<file path="src/logic/memTypesPkg.sv">
package memTypesPkg;

    // width of one RAM word and of a byte address
    localparam int wordWidth = 32;
    localparam int addrWidth = 32;

    // address bit that picks the word inside a two-word block
    localparam int wordSelBit = 2;

    typedef logic [wordWidth-1:0] wordT;
    typedef logic [addrWidth-1:0] addrT;

    // RAM status as seen by the controller
    // FREE    idle, nothing requested
    // BUSY    access in progress
    // ACCESS  word completes this cycle
    // ERROR   reported by the RAM itself
    typedef enum logic [1:0] {
        FREE,
        BUSY,
        ACCESS,
        ERROR
    } ramStateT;

endpackage

</file>
<file path="src/logic/coherencePkg.sv">
package coherencePkg;

    // arbitration is written for exactly two cores
    localparam int coreCount = 2;

    typedef logic coreIdxT;

    // transaction states of the bus controller
    typedef enum logic [2:0] {
        IDLE,
        IFETCH,
        SNOOP,
        SNOOPWB,
        MEMRD,
        WB
    } busStateT;

    // kind of request held by the grant
    typedef enum logic [1:0] {
        NONE,
        IREAD,
        DREAD,
        DWRITE
    } reqKindT;

    // with two cores the snooped cache is simply the other one
    function automatic coreIdxT otherCore(coreIdxT core);
        return ~core;
    endfunction

endpackage

</file>
<file path="src/logic/requestArbiter.sv">
`timescale 1ns/1ns

module requestArbiter (
    input  logic                              CLK,
    input  logic                              nRST,
    input  logic [coherencePkg::coreCount-1:0] iREN,
    input  logic [coherencePkg::coreCount-1:0] dREN,
    input  logic [coherencePkg::coreCount-1:0] dWEN,
    input  coherencePkg::busStateT            busState,
    input  logic                              releaseGrant,
    output logic                              grantValid,
    output coherencePkg::coreIdxT             grantCore,
    output coherencePkg::reqKindT             grantKind
);
    import coherencePkg::*;

    logic    pickValid;
    coreIdxT pickCore;
    reqKindT pickKind;
    logic    justReleased;
    logic    canGrant;

    // later matches override earlier ones, so data beats instruction
    // and core 0 beats core 1
    always_comb begin
        pickCore = '0;
        pickKind = NONE;
        for (int c = coreCount - 1; c >= 0; c--) begin
            if (iREN[c]) begin
                pickCore = coreIdxT'(c);
                pickKind = IREAD;
            end
        end
        for (int c = coreCount - 1; c >= 0; c--) begin
            if (dREN[c] || dWEN[c]) begin
                pickCore = coreIdxT'(c);
                pickKind = dREN[c] ? DREAD : DWRITE;
            end
        end
        pickValid = (pickKind != NONE);
    end

    // skip the cycle after a release, the finished core may still hold its request
    assign canGrant = (busState == IDLE) && !grantValid && !justReleased && pickValid;

    always_ff @(posedge CLK, negedge nRST) begin
        if (!nRST) begin
            grantValid   <= 1'b0;
            grantCore    <= '0;
            grantKind    <= NONE;
            justReleased <= 1'b0;
        end else begin
            justReleased <= releaseGrant;
            if (releaseGrant) begin
                grantValid <= 1'b0;
                grantKind  <= NONE;
            end else if (canGrant) begin
                grantValid <= 1'b1;
                grantCore  <= pickCore;
                grantKind  <= pickKind;
            end
        end
    end

endmodule

</file>
<file path="src/logic/coherenceFsm.sv">
`timescale 1ns/1ns

module coherenceFsm (
    input  logic                              CLK,
    input  logic                              nRST,
    input  logic                              grantValid,
    input  coherencePkg::coreIdxT             grantCore,
    input  coherencePkg::reqKindT             grantKind,
    input  logic [coherencePkg::coreCount-1:0] cctrans,
    input  logic [coherencePkg::coreCount-1:0] ccwrite,
    input  logic                              wordDone,
    output coherencePkg::busStateT            busState,
    output logic                              wordIdx,
    output logic                              dirtyHit,
    output logic                              releaseGrant
);
    import coherencePkg::*;

    busStateT nextState;
    logic     nextWordIdx;
    logic     nextDirtyHit;
    coreIdxT  snoopCore;
    logic     lastWord;

    assign snoopCore = otherCore(grantCore);
    assign lastWord  = wordDone && wordIdx;

    always_comb begin
        nextState    = busState;
        nextWordIdx  = wordIdx;
        nextDirtyHit = dirtyHit;
        releaseGrant = 1'b0;

        unique case (busState)
            IDLE: begin
                nextWordIdx = 1'b0;
                if (grantValid) begin
                    unique case (grantKind)
                        IREAD: begin
                            nextState = IFETCH;
                        end
                        DREAD: begin
                            nextState    = SNOOP;
                            nextDirtyHit = 1'b0;
                        end
                        DWRITE: begin
                            nextState = WB;
                        end
                        default: begin
                            nextState = IDLE;
                        end
                    endcase
                end
            end

            // single word, done as soon as the RAM answers
            IFETCH: begin
                if (wordDone) begin
                    nextState    = IDLE;
                    releaseGrant = 1'b1;
                end
            end

            // no timeout, the other cache always answers eventually
            SNOOP: begin
                if (cctrans[snoopCore]) begin
                    nextDirtyHit = ccwrite[snoopCore];
                    nextState    = ccwrite[snoopCore] ? SNOOPWB : MEMRD;
                end
            end

            // owner flushes both words, then the requester reads them back
            SNOOPWB: begin
                if (wordDone) begin
                    nextWordIdx = !wordIdx;
                    if (lastWord) begin
                        nextState = MEMRD;
                    end
                end
            end

            MEMRD, WB: begin
                if (wordDone) begin
                    nextWordIdx = !wordIdx;
                    if (lastWord) begin
                        nextState    = IDLE;
                        releaseGrant = 1'b1;
                    end
                end
            end

            default: begin
                nextState = IDLE;
            end
        endcase
    end

    always_ff @(posedge CLK, negedge nRST) begin
        if (!nRST) begin
            busState <= IDLE;
            wordIdx  <= 1'b0;
            dirtyHit <= 1'b0;
        end else begin
            busState <= nextState;
            wordIdx  <= nextWordIdx;
            dirtyHit <= nextDirtyHit;
        end
    end

endmodule

</file>
<file path="src/logic/busDatapath.sv">
`timescale 1ns/1ns

module busDatapath (
    input  coherencePkg::coreIdxT                               grantCore,
    input  coherencePkg::reqKindT                               grantKind,
    input  coherencePkg::busStateT                              busState,
    input  logic                                                wordIdx,
    input  logic                                                dirtyHit,
    input  logic [coherencePkg::coreCount-1:0]                  iREN,
    input  logic [coherencePkg::coreCount-1:0]                  dREN,
    input  logic [coherencePkg::coreCount-1:0]                  dWEN,
    input  logic [coherencePkg::coreCount-1:0]                  ccwrite,
    input  logic [coherencePkg::coreCount-1:0]                  cctrans,
    input  memTypesPkg::addrT [coherencePkg::coreCount-1:0]     iaddr,
    input  memTypesPkg::addrT [coherencePkg::coreCount-1:0]     daddr,
    input  memTypesPkg::wordT [coherencePkg::coreCount-1:0]     dstore,
    input  memTypesPkg::wordT                                   ramload,
    input  memTypesPkg::ramStateT                               ramstate,
    output logic                                                ramREN,
    output logic                                                ramWEN,
    output memTypesPkg::addrT                                   ramaddr,
    output memTypesPkg::wordT                                   ramstore,
    output memTypesPkg::wordT [coherencePkg::coreCount-1:0]     iload,
    output memTypesPkg::wordT [coherencePkg::coreCount-1:0]     dload,
    output logic [coherencePkg::coreCount-1:0]                  iwait,
    output logic [coherencePkg::coreCount-1:0]                  dwait,
    output logic [coherencePkg::coreCount-1:0]                  ccwait,
    output logic [coherencePkg::coreCount-1:0]                  ccinv,
    output memTypesPkg::addrT [coherencePkg::coreCount-1:0]     ccsnoopaddr,
    output logic                                                wordDone
);
    import memTypesPkg::*;
    import coherencePkg::*;

    coreIdxT snoopCore;
    addrT    wordAddr;
    logic    snoopBusy;

    assign snoopCore = otherCore(grantCore);

    assign ramREN   = (busState == IFETCH) || (busState == MEMRD);
    assign ramWEN   = (busState == SNOOPWB) || (busState == WB);
    assign wordDone = (ramREN || ramWEN) && (ramstate == ACCESS);

    // second word of the block sits at the flipped word-select bit
    always_comb begin
        wordAddr             = daddr[grantCore];
        wordAddr[wordSelBit] = daddr[grantCore][wordSelBit] ^ wordIdx;
    end

    assign ramaddr = (grantKind == IREAD) ? iaddr[grantCore] : wordAddr;

    // dirty data comes from the owner during the snoop writeback
    assign ramstore = (busState == SNOOPWB) ? dstore[snoopCore] : dstore[grantCore];

    // owner stays parked until the requester has its copy of a dirty block
    assign snoopBusy = (busState == SNOOP) || (busState == SNOOPWB)
                    || ((busState == MEMRD) && dirtyHit);

    always_comb begin
        for (int c = 0; c < coreCount; c++) begin
            iload[c]       = '0;
            dload[c]       = '0;
            iwait[c]       = 1'b1;
            dwait[c]       = 1'b1;
            ccwait[c]      = 1'b0;
            ccinv[c]       = 1'b0;
            ccsnoopaddr[c] = '0;
            if (coreIdxT'(c) == grantCore) begin
                iwait[c] = !((busState == IFETCH) && iREN[c] && wordDone);
                dwait[c] = !(((busState == MEMRD) || (busState == WB))
                             && (dREN[c] || dWEN[c]) && wordDone);
                if (busState == IFETCH) begin
                    iload[c] = ramload;
                end
                if (busState == MEMRD) begin
                    dload[c] = ramload;
                end
            end else begin
                ccwait[c] = snoopBusy;
                // write intent on the requester side means ownership, drop the copy
                ccinv[c]  = (busState == SNOOP) && cctrans[c] && ccwrite[grantCore];
                if (snoopBusy) begin
                    ccsnoopaddr[c] = wordAddr;
                end
            end
        end
    end

endmodule

</file>
<file path="src/logic/busController.sv">
`timescale 1ns/1ns

module busController (
    input  logic                                            CLK,
    input  logic                                            nRST,
    input  logic [coherencePkg::coreCount-1:0]              iREN,
    input  logic [coherencePkg::coreCount-1:0]              dREN,
    input  logic [coherencePkg::coreCount-1:0]              dWEN,
    input  logic [coherencePkg::coreCount-1:0]              ccwrite,
    input  logic [coherencePkg::coreCount-1:0]              cctrans,
    input  memTypesPkg::addrT [coherencePkg::coreCount-1:0] iaddr,
    input  memTypesPkg::addrT [coherencePkg::coreCount-1:0] daddr,
    input  memTypesPkg::wordT [coherencePkg::coreCount-1:0] dstore,
    output memTypesPkg::wordT [coherencePkg::coreCount-1:0] iload,
    output memTypesPkg::wordT [coherencePkg::coreCount-1:0] dload,
    output logic [coherencePkg::coreCount-1:0]              iwait,
    output logic [coherencePkg::coreCount-1:0]              dwait,
    output logic [coherencePkg::coreCount-1:0]              ccwait,
    output logic [coherencePkg::coreCount-1:0]              ccinv,
    output memTypesPkg::addrT [coherencePkg::coreCount-1:0] ccsnoopaddr,
    output logic                                            ramREN,
    output logic                                            ramWEN,
    output memTypesPkg::addrT                               ramaddr,
    output memTypesPkg::wordT                               ramstore,
    input  memTypesPkg::wordT                               ramload,
    input  memTypesPkg::ramStateT                           ramstate
);
    import coherencePkg::*;

    // grant held for the whole transaction
    logic     grantValid;
    coreIdxT  grantCore;
    reqKindT  grantKind;

    busStateT busState;
    logic     wordIdx;
    logic     dirtyHit;
    logic     releaseGrant;
    logic     wordDone;

    requestArbiter i_requestArbiter (
        .CLK          (CLK),
        .nRST         (nRST),
        .iREN         (iREN),
        .dREN         (dREN),
        .dWEN         (dWEN),
        .busState     (busState),
        .releaseGrant (releaseGrant),
        .grantValid   (grantValid),
        .grantCore    (grantCore),
        .grantKind    (grantKind)
    );

    coherenceFsm i_coherenceFsm (
        .CLK          (CLK),
        .nRST         (nRST),
        .grantValid   (grantValid),
        .grantCore    (grantCore),
        .grantKind    (grantKind),
        .cctrans      (cctrans),
        .ccwrite      (ccwrite),
        .wordDone     (wordDone),
        .busState     (busState),
        .wordIdx      (wordIdx),
        .dirtyHit     (dirtyHit),
        .releaseGrant (releaseGrant)
    );

    busDatapath i_busDatapath (
        .grantCore   (grantCore),
        .grantKind   (grantKind),
        .busState    (busState),
        .wordIdx     (wordIdx),
        .dirtyHit    (dirtyHit),
        .iREN        (iREN),
        .dREN        (dREN),
        .dWEN        (dWEN),
        .ccwrite     (ccwrite),
        .cctrans     (cctrans),
        .iaddr       (iaddr),
        .daddr       (daddr),
        .dstore      (dstore),
        .ramload     (ramload),
        .ramstate    (ramstate),
        .ramREN      (ramREN),
        .ramWEN      (ramWEN),
        .ramaddr     (ramaddr),
        .ramstore    (ramstore),
        .iload       (iload),
        .dload       (dload),
        .iwait       (iwait),
        .dwait       (dwait),
        .ccwait      (ccwait),
        .ccinv       (ccinv),
        .ccsnoopaddr (ccsnoopaddr),
        .wordDone    (wordDone)
    );

endmodule

</file>
<file path="config.mk">
export PLATFORM = sky130hd
export DESIGN_NAME = busController
export DESIGN_NICKNAME = d
export VERILOG_FILES = /design/src/logic/memTypesPkg.sv /design/src/logic/coherencePkg.sv /design/src/logic/requestArbiter.sv /design/src/logic/coherenceFsm.sv /design/src/logic/busDatapath.sv /design/src/logic/busController.sv
export SDC_FILE = /design/constraint.sdc
export NUM_CORES = 1
export LEC_CHECK = 0
export ABC_AREA = 1
export BUFFER_PORTS_ARGS = -buffer_cell sky130_fd_sc_hd__buf_4
export CAP_MARGIN = 30
export CELL_PAD_IN_SITES_DETAIL_PLACEMENT = 1
export CELL_PAD_IN_SITES_GLOBAL_PLACEMENT = 2
export CORE_AREA = 2 2 197 199
export CTS_BUF_LIST = sky130_fd_sc_hd__clkbuf_2 sky130_fd_sc_hd__clkbuf_4 sky130_fd_sc_hd__clkbuf_8
export CTS_CLUSTER_DIAMETER = 80
export CTS_CLUSTER_SIZE = 20
export DETAILED_ROUTE_END_ITERATION = 10
export DIE_AREA = 0 0 199 201
export PLACE_DENSITY_LB_ADDON = 0.1
export SLEW_MARGIN = 40
export SYNTH_ARGS = -nofsm -noshare
export SYNTH_HDL_FRONTEND = slang
export SYNTH_SLANG_ARGS = --single-unit
export TNS_END_PERCENT = 30
</file>
<file path="constraint.sdc">
create_clock -name CLK -period 2.8 [get_ports CLK]
set_clock_uncertainty 0.1 [all_clocks]
set_input_delay 0.14 -clock CLK [delete_from_list [all_inputs] [get_ports CLK]]
set_output_delay 0.14 -clock CLK [all_outputs]
set_load 0.05 [all_outputs]
</file>
# Word level (Yosys, flattened, before mapping)
# Index checks and enable logic that the tools add are counted.
totals:
  register_bits: 10
  input_bits: 238
  out_inout_bits: 266
classes:
  n_reduce_logical: 44
  bitwise: 3
  n_mux: 67
  eq_ne: 18
  n_lt_le_gt_ge: 2
ops:
  columns: ["cell", "count"]
  rows:
  - ["$mux 32", 19]
  - ["$mux 1", 31]
  - ["$mux 3", 8]
  - ["$logic_and 1x1->1", 18]
  - ["$pmux 3 s5", 1]
  - ["$ne 2x1->1 const B", 5]
  - ["$pmux 3 s3", 1]
  - ["$logic_or 1x1->1", 8]
  - ["$mux 2", 4]
  - ["$ne 2x2->1 const B", 4]
  - ["$reduce_bool 2->1", 4]
  - ["$logic_not 1->1", 7]
  - ["$reduce_and 7->1", 1]
  - ["$eq 2x2->1 const B", 3]
  - ["$eq 3x2->1 const B", 2]
  - ["$eq 3x3->1 const B", 2]
  - ["$pmux 1 s2", 3]
  - ["$lt 1x2->1 const B", 2]
  - ["$reduce_and 2->1", 2]
  - ["$reduce_and 4->1", 1]
  - ["$eq 3x1->1 const B", 1]
  - ["$logic_not 3->1", 1]
  - ["$reduce_or 3->1", 1]
  - ["$eq 2x1->1 const B", 1]
  - ["3 further kinds", 4]

# Depth between registers and ports, before layout
# Gate-level depths: netlist of run 1.
logic_depth:
  word_depth: 10
  depth_mapped: 8
  depth_no_buf: 8

# Hierarchy
# Synthesis of run 1 repeated with hierarchy kept, for this count alone.
unflattened:
  cells_unflattened: 909
  hier_area_um2: 4347.9
by_module_without_submodules:
  columns: ["mod", "area_per_inst_um2", "cells_each", "seq_area_each_um2", "instances"]
  rows:
  - ["busDatapath", 3614.7, 794, 0.0, 1]
  - ["coherenceFsm", 451.7, 78, 125.1, 1]
  - ["requestArbiter", 281.5, 37, 125.1, 1]

# Worst setup path after synthesis of run 1
# OpenSTA, ideal clock, no wires.
synth_timing:
  path_type: "register to output"
  from: "register i_coherenceFsm.busState[2]"
  to: "output port iload[11] (netlist bit)"
  arrival_ns: 2.121
  path_buffers: 2
  stages_incl_launch_ff: 8
  t_required_ns: 2.560
  path_slack_ns: 0.439
  path_cell_list: "dfrtp_1 -> inv_2 -> nand2_1 -> nor2_1 -> inv_2 -> buf_6 -> buf_6 -> nor3_1"
synth_rtl:
  columns: ["item", "line_no", "text"]
  rows:
  - ["from (decl)", "coherenceFsm.sv:12", "output coherencePkg::busStateT busState,"]
  - ["from (signal assigned)", "coherenceFsm.sv:104", "busState <= nextState;"]
  - ["to (decl)", "busController.sv:14", "output memTypesPkg::wordT [coherencePkg::coreCount-1:0] iload,"]

==> reports/results.ini, run 1 <==
[status]
status = finished clean

[synth]
syn_avg_cell_area_um2 = 4.871
yosys.cell_count.top_type = nand2_1
synth_edf_count = 0
synth.net_count = 966
synth-main-ff-cell = dfrtp_1
yosysTopAreaCellShare_pct = 17.50
syn_inst = 728
yosysTopAreaCell = nor3_1
ys_top_cells_by_area = nor3_1, nand2_1, inv_1, nor2_1, o21ai_0
synth_cell_types = 27
syn_area_um2 = 3546
yosysWarnings = 0
yosys_register_bits = 10
synthArstFlopShare_pct = 100.0
yosys-top-cells-count = nand2_1, inv_1, nor3_1
ys_seq_area_share_pct = 7.057

[routing]
drt-initial-drc-count = 211
wl_per_cell_um = 18.56
drt-vias-per-instance = 3.809
drtAntennaViolNets = 0
drcViolationCount = 0
vias = 6506
firstDrtPassIters = 4
routed_wl_um = 31700

[worst_setup_path]
cpPeakStageDelay_ns = 0.46
rrSetupSlack_ns = 0.78
path_cells = nor2_2 > nand2_2 > buf_12 > nor3_1 > buf_4
r2r_end = i_coherenceFsm.busState[1]$_DFFE_PN0P_
end_kind = primary output
crit_arrival_ns = 2.05
critPathKind = reg2out
crit_buf_inv = 2
critPathSlowestCell = dfrtp_1
cp-start-kind = register
regToRegStartpoint = i_requestArbiter.grantCore$_DFFE_PN0P_
worstPathRequired_ns = 2.56
path_delay_family = simple AND/OR/NAND/NOR gates
crit_fanout = 46
reg2regPathDepth = 8

[clock_network]
htreeDepth = 1
cts_resized = 0
clkLatencyLatePin_ns = 0.24
tritoncts = built
cts_sinks = 10
clockBufferDepth = 2
clk_pin_slew_ns = 0.05
numCtsBuffers = 3
root_buffer = clkbuf_8

[grt]
grt_first_pass_wirelength_um = 44910
grtUsageTotal_pct = 14.88
grt_max_degree = 65
grt_overflow = 0
antenna_found_initial = 1
grt_pass1_vias = 6741

[place]
gp_congestion = 0.7760
io_buffers = 503
place_ws_ns = 0.6644
hpwl_um = 26350

[final_layout]
fillers = 4864
multiInputGateArea_um2 = 2462
register_area_um2 = 254.0
syn_to_final_growth_pct = 122.7
nNetsFinal = 1428
drive_gt1_share_pct = 45.25

[floorplanning]
io_pins = 504
fp.dieH_um = 201
start_util_pct = 9.305
die_w_um = 199
row_count = 72
die_area_um2 = 40000
core_area_um2 = 38110

[timing]
setup_viol = 0
relSlewSlack_pct = 52.44
tightest_slew_ns = 0.7059
min_period_ns = 2.293
fin_crit_sh_pct = 81.91
fmax_ghz = 0.4360
drv_slew = 0
final-hold-violation-count = 0
rsz0062_at_grt = false
finalSetupTns_ns = 0
layout_setup_ws_ns = 0.5066

[pwr]
power.density_nw_per_um2 = 125.2
p_leak_uw = 0.004381
ir_drop_mv = 0.08235

[job]
drv_cap = 0

[hold_path]
hold_path_end = i_requestArbiter.grantKind[0]$_DFFE_PN0P_
holdCritPathClass = in2reg
hp-start = dREN[0]
whs_path_depth = 4

through the flow:
stage | power [µW] | instances | area (µm²) | utilization (%) | hold slack, ns
global route | 1055 | 1708 | 7895 | 20.72 | 0.1192
floorplan | 423.5 | 728 | 3546 | - | -0.2556
global placement | 810.9 | 1702 | 7828 | 20.54 | -0.1122
CTS | 1008 | 1707 | 7893 | 20.71 | 0.08804
detailed placement | 814.9 | 1702 | 7828 | 20.54 | -0.1137
finish | 988.6 | 1708 | 7895 | 20.72 | 0.08258
area by class of cell:
type / count / area share (%)
Timing Repair Buffer: 518 / 49.92
Multi-Input combinational cell: 516 / 31.19
Tap cell: 518 / 8.209
Inverter: 141 / 6.735
Sequential cell: 10 / 3.217
Clock buffer: 4 / 0.6973
Antenna cell: 1 / 0.03170
state kept, by name, summed over array words and instances, names as in the netlist:
name                           cells
i_requestArbiter.justReleased      1
i_requestArbiter.grantValid        1
i_coherenceFsm.wordIdx             1
i_coherenceFsm.dirtyHit            1
i_requestArbiter.grantCore         1
i_coherenceFsm.busState            3
i_requestArbiter.grantKind         2
how the worst max path moves through the flow:
stage                   to  cells after the start  slack (ns)                                   start
2_1_floorplan    iload[11]                      7        0.44  i_coherenceFsm.busState[2]$_DFFE_PN0P_
3_3_place_gp   ramaddr[22]                      4        0.50  i_requestArbiter.grantCore$_DFFE_PN0P_
3_5_place_dp    ramaddr[2]                      6        0.66  i_requestArbiter.grantCore$_DFFE_PN0P_
4_1_cts         ramaddr[2]                      6        0.39  i_requestArbiter.grantCore$_DFFE_PN0P_
5_1_grt          iload[42]                      7        0.29  i_coherenceFsm.busState[2]$_DFFE_PN0P_
6_report          dload[5]                      5        0.51  i_coherenceFsm.busState[1]$_DFFE_PN0P_
what timing repair did:
item | in CTS | in global routing
hold buffers | 1 | 0
setup buffers | 0 | 0
hold endpoints to repair | 10 | 0
metal layers:
layer	wire length (µm)	up-vias	track usage (%)
li1	-	3238	-
met1	12050	2969	16.30
met2	16370	293	28.51
met3	3110	6	4.603
met4	170	0	1.546
met5	0	-	0
cell usage in the layout, fill, tap and decap left out, types with 2 or more instances in the layout:
cell type,netlist,routed
dfrtp_1,10,9
nor2_1,85,85
buf_4,0,513
nand2_2,0,2
a32oi_1,22,22
clkbuf_8,0,4
buf_12,0,4
o22ai_1,9,9
nand4_1,5,5
nand3_1,11,11
nand2_1,163,161
a21oi_1,25,25
o21ai_0,53,52
o21ai_1,4,5
nor3_2,6,6
inv_1,138,138
inv_2,3,2
nor3_1,124,124
logic make-up after synthesis:
logic type | after synthesis | synth area share (%)
XOR/XNOR | 2 | 1.023
flip-flops | 10 | 7.057
AND/OR/NAND/NOR | 398 | 48.91
AO/OA/AOI/OAI | 116 | 19.23
buffers and inverters | 202 | 23.78
power breakdown:
group,internal (µW),switching (µW)
Sequential,145,0
Clock,124,59.7
Combinational,308,352
worst min-delay path, cell delays in order:
cell	delay (ns)
buf_4	0.09
a21oi_1	0.04
nand2_1	0.06
nand2_1	0.05
No activity file was read; power rests on OpenSTA's default activity.
==> inputs of run 2 (changes only) <==
Clock period 2.8 ns to 1.9 ns, I/O delays scaled along.
==> run 2 against run 1 <==
Net effect: hold slack worse by 0.061 ns; die area stayed put; non-clock buffer count is 71 higher; flip-flop and latch count stayed put; the flow now finishes with violations (negative setup slack).
==> reports/results.ini, run 2 (synthesized netlist as in run 1, its figures left out) <==
[floorplanning]
core_area_um2 = 38110  ; unchanged
fp.dieH_um = 201  ; unchanged
io_pins = 504  ; unchanged
die_w_um = 199  ; unchanged
start_util_pct = 9.305  ; unchanged
row_count = 72  ; unchanged
die_area_um2 = 40000  ; unchanged

[worst_setup_path]
rrSetupSlack_ns = 0.15  ; was 0.78 ns
worstPathRequired_ns = 1.70  ; was 2.56 ns
crit_path_start = i_coherenceFsm.busState[2]$_DFFE_PN0P_  ; was i_coherenceFsm.busState[1]$_DFFE_PN0P_
crit_arrival_ns = 1.81  ; was 2.05 ns
crit_fanout = 10  ; was 46
end_kind = primary output  ; unchanged
cp-start-kind = register  ; unchanged
regToRegStartpoint = i_requestArbiter.grantCore$_DFFE_PN0P_  ; unchanged
critPathKind = reg2out  ; unchanged

[status]
violations = negative setup slack
status = complete, but fails checks  ; was finished clean

[final_layout]
nNetsFinal = 1499  ; was 1428
drive_gt1_share_pct = 63.57  ; was 45.25%
layout_commonest_cell = buf_4  ; unchanged
layout_common_cells = buf_4, buf_6, nand2_1  ; was buf_4, nand2_1, inv_1
fillers = 4554  ; was 4864
reg_top3 = i_coherenceFsm.busState: 3 flops, i_requestArbiter.grantKind: 2 flops  ; unchanged
final_core_util_pct = 29.47  ; was 20.72%
largest_reg_flops = 3  ; unchanged
syn_to_final_growth_pct = 216.7  ; was 122.7%
top_register = i_coherenceFsm.busState  ; unchanged

[place]
io_buffers = 503  ; unchanged
hpwl_um = 26750  ; was 26350 µm
gp_congestion = 0.7672  ; was 0.7760

[grt]
grtUsageTotal_pct = 16.31  ; was 14.88%
grt_overflow = 0  ; unchanged
antenna_found_initial = 2  ; was 1
grt_pass1_vias = 7331  ; was 6741
grt_max_degree = 36  ; was 65
grt_first_pass_wirelength_um = 48870  ; was 44910 µm

[pwr]
p_leak_uw = 0.005507  ; was 0.004381 µW
p_sw_uw = 673.6  ; was 411.9 µW
combPwrFrac_pct = 69.1  ; was 66.8%
power.density_nw_per_um2 = 141.1  ; was 125.2 nW/µm²
p_int_uw = 910.5  ; was 576.7 µW
seq_power_share_pct = 13.5  ; was 14.6%
swShare_pct = 42.52  ; was 41.67%
power.share.clock_pct = 17.5  ; was 18.6%
ir_drop_mv = 0.1164  ; was 0.08235 mV

[routing]
drt-vias-per-instance = 3.978  ; was 3.809
routed_wl_um = 37490  ; was 31700 µm
vias = 7080  ; was 6506
topRoutingLayerUsed = met4  ; unchanged
wl_met2_um = 20460  ; was 16370 µm
firstDrtPassIters = 4  ; unchanged
drt-initial-drc-count = 146  ; was 211
wl_met1_um = 13530  ; was 12050 µm
wl_per_cell_um = 21.06  ; was 18.56 µm
drcViolationCount = 0  ; unchanged
drtAntennaViolNets = 0  ; unchanged
route.met3.wl_um = 3172  ; was 3110 µm

[timing]
final-hold-violation-count = 0  ; unchanged
hold_slack_ns = 0.02112  ; was 0.08258 ns
tightest_slew_ns = 0.3700  ; was 0.7059 ns
layout_setup_ws_ns = -0.1091  ; was 0.5066 ns
fin_crit_sh_pct = 105.7
fmax_ghz = 0.4977
relSlewSlack_pct = 75.24  ; was 52.44%
setup_viol = 155  ; was 0
rsz0062_at_grt = true  ; was false
min_period_ns = 2.009
drv_slew = 0  ; unchanged

[job]
drv_cap = 0  ; unchanged

[clock_network]
tritoncts = built  ; unchanged
cts_sinks = 10  ; unchanged
numCtsBuffers = 3  ; unchanged
clk_pin_slew_ns = 0.05  ; about the same
clockBufferDepth = 2  ; unchanged
htreeDepth = 1  ; unchanged
clkLatencyLatePin_ns = 0.24  ; about the same
root_buffer = clkbuf_8  ; unchanged

[hold_path]
hp-start = dREN[0]  ; unchanged
holdCritPathClass = in2reg  ; unchanged

run 2: changes by cell type in the layout (fill, tap and decap cells not counted), sizes merged:
| cell | previous run | this run |
|---|---|---|
| buf | 517 | 574 |
| inv | 141 | 140 |
| diode | 1 | 2 |
| clkinv | 0 | 1 |
| bufbuf | 0 | 2 |
| clkbuf | 4 | 16 |
run 2: repair_timing:
action / CTS / global route
resized for setup: 262 / 264
hold endpoints to repair: 10 / 0
setup buffers: 15 / 13
hold buffers: 1 / 0
pin swaps: 8 / 16
cloned: 9 / 18
setup endpoints to repair: 238 / 262
run 2: metrics by stage:
step / total power (µW) / area [µm²] / setup slack, ns / setup TNS, ns / std cells
2_1_floorplan: 633.5 / 3700 / -0.4158 / -49.10 / 728
5_1_grt: 1680 / 11230 / -0.2111 / -26.36 / 1778
3_5_place_dp: 1201 / 8239 / 0.06673 / 0 / 1720
6_report: 1584 / 11230 / -0.1091 / -6.764 / 1780
4_1_cts: 1560 / 9649 / -0.1254 / -7.911 / 1749
3_3_place_gp: 1196 / 8239 / 0.01320 / 0 / 1720
run 2: area by class of cell:
type / count / area [µm²] / area share, %
clock buffers: 4 / 55.05 / 0.4902
multi-input cells: 516 / 3652 / 32.52
repair buffers: 589 / 6065 / 54.00
diodes: 2 / 5.005 / 0.04456
flip-flops and latches: 10 / 256.5 / 2.284
well taps: 518 / 648.1 / 5.771
inverters: 141 / 549.3 / 4.891
run 2: power groups by stage:
stage	logic (µW)	clock network, µW	registers [µW]
after floorplan	417	0	217
after global placement	979	0	217
after detailed placement	984	0	217
after CTS	1060	286	213
after global routing	1170	299	213
final	1090	277	213
run 2: final timing paths:
kind / to / cells past startpoint
min in group asynchronous: i_coherenceFsm.wordIdx$_DFFE_PN0P_ / 2
max: iload[33] / 8
min reg2reg: i_coherenceFsm.wordIdx$_DFFE_PN0P_ / 2
max reg2reg: i_coherenceFsm.busState[1]$_DFFE_PN0P_ / 9
max in group asynchronous: i_requestArbiter.grantCore$_DFFE_PN0P_ / 2
min: i_requestArbiter.grantKind[0]$_DFFE_PN0P_ / 4
run 2: layer usage:
metal	track usage (%)	vias up
met2	31.82	279
li1	-	3401
met5	0	-
met3	4.906	15
met4	1.866	0
met1	17.44	3385
run 2: worst max-delay path, stage by stage, from the launching register on:
cell and delay [ns]:
dfrtp_1 0.41, inv_2 0.10, buf_4 0.12, nand2_2 0.07, nor2_4 0.19, inv_8 0.10, buf_8 0.17, nor3_1 0.16
buf_4 0.24
